$ cat src/mem_types_pkg.sv
// memory model types
// address, block, tag and command, plus the two-view address union

`default_nettype none

package mem_types_pkg;

    // byte address as the requester drives it
    typedef logic [31:0] mem_addr_t;

    // one 64-bit data block, the unit of every transfer
    typedef logic [63:0] mem_block_t;

    // transaction tag, 0 is none or refused
    typedef logic [3:0] mem_tag_t;

    // requester command levels
    typedef enum logic [1:0] {
        MEM_NONE  = 2'b00,
        MEM_LOAD  = 2'b01,
        MEM_STORE = 2'b10
    } mem_cmd_e;

    // block view of an address
    typedef struct packed {
        logic [28:0] block_index;
        logic [2:0]  byte_offset;
    } mem_addr_fields_t;

    // same word, read whole for the range check
    // or split for alignment and the array index
    typedef union packed {
        mem_addr_t        byte_addr;
        mem_addr_fields_t fields;
    } mem_addr_u;

endpackage

`default_nettype wire

$ cat src/mem_config_pkg.sv
// memory model sizing
// memory size, line count, tag count and latency

`default_nettype none

package mem_config_pkg;

    localparam int unsigned MEM_SIZE_IN_BYTES = 4096;

    // 64-bit lines
    localparam int unsigned MEM_LINES       = MEM_SIZE_IN_BYTES / 8;
    localparam int unsigned LINE_INDEX_BITS = $clog2(MEM_LINES);

    // tags 1 to 15, tag 0 is reserved for refused
    localparam int unsigned NUM_MEM_TAGS = 15;

    // countdown loaded on allocation
    localparam int unsigned MEM_LATENCY        = 6;
    localparam int unsigned LATENCY_COUNT_BITS = $clog2(MEM_LATENCY + 1);

endpackage

`default_nettype wire

$ cat src/mem_tag_table.sv
// execute stage tag table
// per-tag countdown, waiting flag and captured load data
// lowest-free allocation and the registered transaction tag

`timescale 1ns/10ps
`default_nettype none

module mem_tag_table (
    input  wire logic                                    clock,
    input  wire logic                                    arst_n,
    input  wire logic                                    accept_request,
    input  wire logic                                    do_load,
    input  wire mem_types_pkg::mem_block_t               read_block,
    input  wire logic [mem_config_pkg::NUM_MEM_TAGS:1]   grant_vector,
    output mem_types_pkg::mem_tag_t                      transaction_tag,
    output logic [mem_config_pkg::NUM_MEM_TAGS:1]        ready_vector,
    output mem_types_pkg::mem_block_t                    tag_data [1:mem_config_pkg::NUM_MEM_TAGS]
);

    import mem_types_pkg::*;
    import mem_config_pkg::*;

    // per-tag state
    logic [LATENCY_COUNT_BITS-1:0] count [1:NUM_MEM_TAGS];
    logic [NUM_MEM_TAGS:1]         waiting;
    logic [NUM_MEM_TAGS:1]         free_vector;

    // allocation
    mem_tag_t alloc_tag;
    logic     take_tag;

    //////////////////////////////
    // tag status
    //////////////////////////////

    always_comb begin
        for (int i = 1; i <= NUM_MEM_TAGS; i++) begin
            // idle and not holding data for the bus
            free_vector[i] = (count[i] == '0) && !waiting[i];
            // count hits zero at this edge or already sits there
            ready_vector[i] = waiting[i] && (count[i] <= LATENCY_COUNT_BITS'(1));
        end
    end

    // lowest free tag wins, 0 when the table is full
    always_comb begin
        alloc_tag = '0;
        for (int i = NUM_MEM_TAGS; i >= 1; i--) begin
            if (free_vector[i]) begin
                alloc_tag = mem_tag_t'(i);
            end
        end
    end

    assign take_tag = accept_request && (alloc_tag != '0);

    //////////////////////////////
    // countdown and flags
    //////////////////////////////

    always_ff @(posedge clock or negedge arst_n) begin
        if (!arst_n) begin
            transaction_tag <= '0;
            waiting         <= '0;
            for (int i = 1; i <= NUM_MEM_TAGS; i++) begin
                count[i] <= '0;
            end
        end else begin
            // one-cycle answer, refused requests see 0
            transaction_tag <= take_tag ? alloc_tag : '0;
            for (int i = 1; i <= NUM_MEM_TAGS; i++) begin
                if (count[i] != '0) begin
                    count[i] <= count[i] - 1'b1;
                end else if (take_tag && (alloc_tag == mem_tag_t'(i))) begin
                    count[i] <= LATENCY_COUNT_BITS'(MEM_LATENCY);
                    // stores only hold the tag for the countdown
                    waiting[i] <= do_load;
                end
                // result bus took this tag
                if (grant_vector[i]) begin
                    waiting[i] <= 1'b0;
                end
            end
        end
    end

    //////////////////////////////
    // load data slots
    //////////////////////////////

    // block read at the request edge, held until the grant
    always_ff @(posedge clock) begin
        for (int i = 1; i <= NUM_MEM_TAGS; i++) begin
            if (take_tag && do_load && (alloc_tag == mem_tag_t'(i))) begin
                tag_data[i] <= read_block;
            end
        end
    end

endmodule

`default_nettype wire

$ cat config.mk
export PLATFORM = sky130hd
export DESIGN_NAME = mem_tag_table
export DESIGN_NICKNAME = d
export VERILOG_FILES = /design/src/mem_types_pkg.sv /design/src/mem_config_pkg.sv /design/src/mem_tag_table.sv
export SDC_FILE = /design/constraint.sdc
export NUM_CORES = 1
export LEC_CHECK = 0
export BUFFER_PORTS_ARGS = -buffer_cell sky130_fd_sc_hd__buf_2
export CAP_MARGIN = 0
export CORE_AREA = 2 2 417 419
export CTS_CLUSTER_SIZE = 28
export DETAILED_ROUTE_END_ITERATION = 8
export DIE_AREA = 0 0 419 421
export GPL_TIMING_DRIVEN = 0
export PLACE_DENSITY = 0.41
export SLEW_MARGIN = 0
export SYNTH_ARGS = -nofsm -noshare
export SYNTH_HDL_FRONTEND = slang
export SYNTH_SLANG_ARGS = --single-unit
$ cat constraint.sdc
create_clock -name clock -period 17.7 [get_ports clock]
set_clock_uncertainty 0.05 [all_clocks]
set_input_delay 3.54 -clock clock [delete_from_list [all_inputs] [get_ports clock]]
set_output_delay 3.54 -clock clock [all_outputs]
set_load 0.005 [all_outputs]
## Word-level counts from Yosys, hierarchy flattened

Index checks and enable logic that the tools add are counted.

- Bits in registers: 1024
- Word-level logic and storage cells: 350
- Output and inout port bits: 979
- Input port bits: 83

- Equal/unequal tests: 30
- Order comparisons: 15
- $add $sub $neg: 15
- Multiplexer cells: 91
- Reduce and logical (&&, ||, !) cells: 153

Operator list:

| operator | number |
|---|---|
| 3-bit 2-to-1 mux | 30 |
| 4-bit 2-to-1 mux | 16 |
| 1-bit logical AND | 62 |
| 2-bit nonzero test | 30 |
| 3-bit by 1-bit less-or-equal comparator with 1-bit output, second input constant | 15 |
| 3-bit logical NOT | 15 |
| 1-bit 2-to-1 mux | 45 |
| 3-bit nonzero test | 15 |
| 3-bit by 1-bit subtractor with 3-bit output, second input constant | 15 |
| 4-bit == test, second input constant | 8 |
| 2-bit inequality test, second input constant | 15 |
| 2-bit AND reduction | 15 |
| 4-bit by 3-bit == test with 1-bit output, second input constant | 4 |
| 1-bit logical NOT | 15 |
| 4-bit by 2-bit == test with 1-bit output, second input constant | 2 |
| 4-bit by 1-bit == test with 1-bit output, second input constant | 1 |
| 4-bit nonzero test | 1 |

## Longest topological paths before layout

- Depth in word-level cells: 23
- Mapped depth: 10

## Worst setup path after synthesis

OpenSTA, ideal clock, no wires.

- Path type: input port to flip-flop
- Start point: input port accept_request
- End point: register tag_data[576] in the netlist's numbering, enable pin
- Data arrival time: 8.958 ns
- Path slack: 8.124 ns
- Path buffers: 1
- Stages: 6
- Cell sequence: inv_1 -> or4_1 -> buf_2 -> nor2_4 -> nand2_1 -> nor3_1

- Cells in the longest elaborated chain, start to end: 3

Ends and longest elaborated chain:

| element | RTL line | source |
|---|---|---|
| start, declared | mem_tag_table.sv:11 | `input wire logic accept_request,` |
| 1-bit logical AND | mem_tag_table.sv:55 | `assign take_tag = accept_request && (alloc_tag != '0);` |
| 1-bit logical AND (2 in a row) | mem_tag_table.sv:94 | `if (take_tag && do_load && (alloc_tag == mem_tag_t'(i))) begin` |
| end signal, assigned by index | mem_tag_table.sv:95 | `tag_data[i] <= read_block;` |
| end, declared | mem_tag_table.sv:17 | `output mem_types_pkg::mem_block_t tag_data [1:mem_config_pkg::NUM_MEM_TAGS]` |

No other way between the ends.
A chain may end at the register's enable or synchronous reset.

## Worst setup path after layout

- Start point: input port accept_request
- End point: register tag_data[462] in the netlist's numbering, enable pin

The elaborated chain is that of the path after synthesis.

==> run metrics <==
commonest non-fill, non-tap cell in the layout buf_2; synth unique cells 61; Max H-tree Level 3; fraction of synthesized cell area in xor and xnor cells 0.105%; CP peak stage delay 0.79 ns; min cycle time layout 6.49 ns; mux contribution to synthesized area 0.467%; CP max-delay cell nor2_4; total track usage 13.2%; GRT overflow 0; Top FF cell, synth edfxtp_1; Max transition margin 15.5%; largest cells by area after synthesis edfxtp_1 87%, dfrtp_1 4.8%, ha_1 1.7%, a21oi_1 0.51%, inv_1 0.47%; Post-Syn Nets 1542; final count of hold timing violations 0; Clock Latency Late Sink 0.75 ns; Yosys reg bits 1024; CTS hold repair buffers 0; final setup fails 0; Post-Syn Instances 1415; critical path type in2reg; YS warnings 0; DR vias/cell 3.71; hold crit path type reg2reg; cell breakdown of the critical path buf_2 > inv_1 > or4_1 > buf_2 > nor3_4 > buf_4 > nand2_1 > nor2_4 > buf_12 > buf_12; share of layout cells above drive strength 1 48.3%; commonest non-fill, non-tap cells in the layout 1065 x buf_2, 960 x edfxtp_1, 111 x clkbuf_16; post-synthesis simple-gate area fraction 2.74%; r2r startpoint count[27]$_DFFE_PN0P_; Post-Synthesis Cell Area 33200 µm²; clk root buf clkbuf_16; post-synth top area cell edfxtp_1; peak supply drop 0.0881 mV; worst r2r dst tag_data[816]$_DFFE_PP_; Worst Min Path Start count[8]$_DFFE_PN0P_; largest net degree at the start of global routing 36; worst path required time 18.09 ns; LEAKAGE 0.0170 µW; adder-cell share of the synthesized area 1.66%; syn_area_per_cell 23.5 µm²; Resize count post-CTS 0; max_cap viols 0; area delta synth->final 38.6%; largest family of logic cells by synthesized area compound AO/OA/AOI/OAI gates; Clock transition at path regs 0.06 ns; total CTS buffers 110; Worst Setup Start Kind primary input; fmax 0.154 GHz; asr flop ratio synth 6.25%; Die Area 176000 µm²; CP arrival 6.88 ns; NumNets Final 2773; count of input and output buffers 1061; setup ws final 11.21 ns; Routed Antenna Nets 0; Slew Limit Fails 0; WL/cell 23.8 µm; CTS tree yes; EDFF count, synth 960; dpl hpwl 87500 µm; Rows 153; CTS Sinks 1024; die width 419 µm; drt pass-1 iters 5; Die Height 421 µm; Synth Area in Compound Gates 2.81%; R2R depth 14; total setup buffers inserted after CTS 0; worst hold path endpoint count[8]$_DFFE_PN0P_; hold depth 1; initial antenna violation count 6; pwr dens 144 nW/µm²; sequential fraction of the synthesis area 91.6%; DRC 0; Vias 18767; R2R setup slack 12.99 ns; first-pass GRT wire length 160000 µm; Core Area 172000 µm²; DP Cell Count 4859; Iteration-0 DRC Markers 1279; CP max FO 19; Synth top area share 86.8%; RD Place Congestion 0.771; pre-CTS worst setup slack 10.42 ns; final worst-path cycle share 36.7%; Worst Max-Slew Pin Slew 1.27 ns; setup TNS 0 ns; crit path capture type flip-flop; Total Wirelength 121000 µm; worst-case clock buffer depth 3; vias in the first global route 18263; status finished clean; Initial Utilization 19.3%; I/O pin total 1062; RSZ-0062 raised after global routing no; Final Instance Count excl. Fillers 5063
-- how the worst max path moves through the flow --
stage | depth (start not counted) | startpoint | endpoint | slack [ns]
2_1_floorplan | 6 | accept_request | tag_data[576]$_DFFE_PP_ | 8.12
3_3_place_gp | 7 | accept_request | tag_data[594]$_DFFE_PP_ | 0.29
3_5_place_dp | 10 | accept_request | tag_data[350]$_DFFE_PP_ | 10.42
4_1_cts | 10 | accept_request | tag_data[350]$_DFFE_PP_ | 11.26
5_1_grt | 10 | accept_request | tag_data[350]$_DFFE_PP_ | 11.10
6_report | 10 | accept_request | tag_data[462]$_DFFE_PP_ | 11.21
-- critical path: cells and delay by family --
family,cells,cell delay (ns)
simple gates,4,2.01
buf+inv,6,1.25
-- report_power, final --
group | switching (µW) | internal [µW]
clock | 989 | 1260
combinational | 895 | 421
sequential | 88.8 | 2960
total | 1970 | 4640
-- registers in the layout, indices dropped and copies added (netlist names) --
register         cells
count               45
tag_data           960
transaction_tag      4
waiting             15
-- cells by family after synthesis --
| group | count (synthesis) |
|---|---|
| AO/OA/AOI/OAI | 124 |
| multiplexers | 15 |
| AND/OR/NAND/NOR | 153 |
| adder cells (fa/ha/maj) | 44 |
| buffers and inverters | 51 |
| flip-flops | 1024 |
| XOR/XNOR | 4 |
-- cells in the mapped netlist, types with 4 or more instances --
master / instances
nand2b_1: 22
a31oi_1: 12
dfrtp_1: 64
nand2_1: 18
a2111oi_0: 4
buf_2: 5
edfxtp_1: 960
mux2_2: 4
xnor2_1: 4
a21o_1: 4
ha_1: 44
mux2i_1: 11
a311oi_1: 6
nand3_1: 9
a21oi_1: 34
or3b_2: 9
nor3_1: 15
inv_1: 42
o21ai_0: 13
nor2b_1: 5
o31ai_1: 12
a22oi_1: 9
nor3b_1: 20
nor2_1: 29
-- per-stage QoR --
| step | utilization (%) | instance area [µm²] | hold WS (ns) | power (µW) |
|---|---|---|---|---|
| after floorplan | - | 33200 | 0.412 | 3740 |
| after global placement | 24.0 | 41400 | 0.441 | 4400 |
| after detailed placement | 24.7 | 42600 | 0.454 | 4440 |
| after CTS | 26.7 | 46000 | 0.466 | 6710 |
| after global routing | 26.7 | 46000 | 0.490 | 6910 |
| final | 26.7 | 46100 | 0.460 | 6610 |
-- layer usage --
| layer | routed length (µm) | share of wire [%] | GRT usage (%) |
|---|---|---|---|
| met4 | 3710 | 3.1 | 4.90 |
| met2 | 62600 | 52 | 23.6 |
| met5 | 0 | 0 | 0 |
| met1 | 45300 | 38 | 14.7 |
| met3 | 8930 | 7.4 | 3.67 |
-- area by class of cell --
cell class              instances  area, µm²
fillers                     17579     126000
flip-flops and latches       1024      30400
repair buffers               1119       6330
well taps                    2325       2910
clock buffers                 133       2860
multi-input cells             340       2680
clock inverters                68        621
inverters                      42        163
plain buffers                   9       51.3
diodes                          3       7.51
No activity file was read; power rests on OpenSTA's default activity.
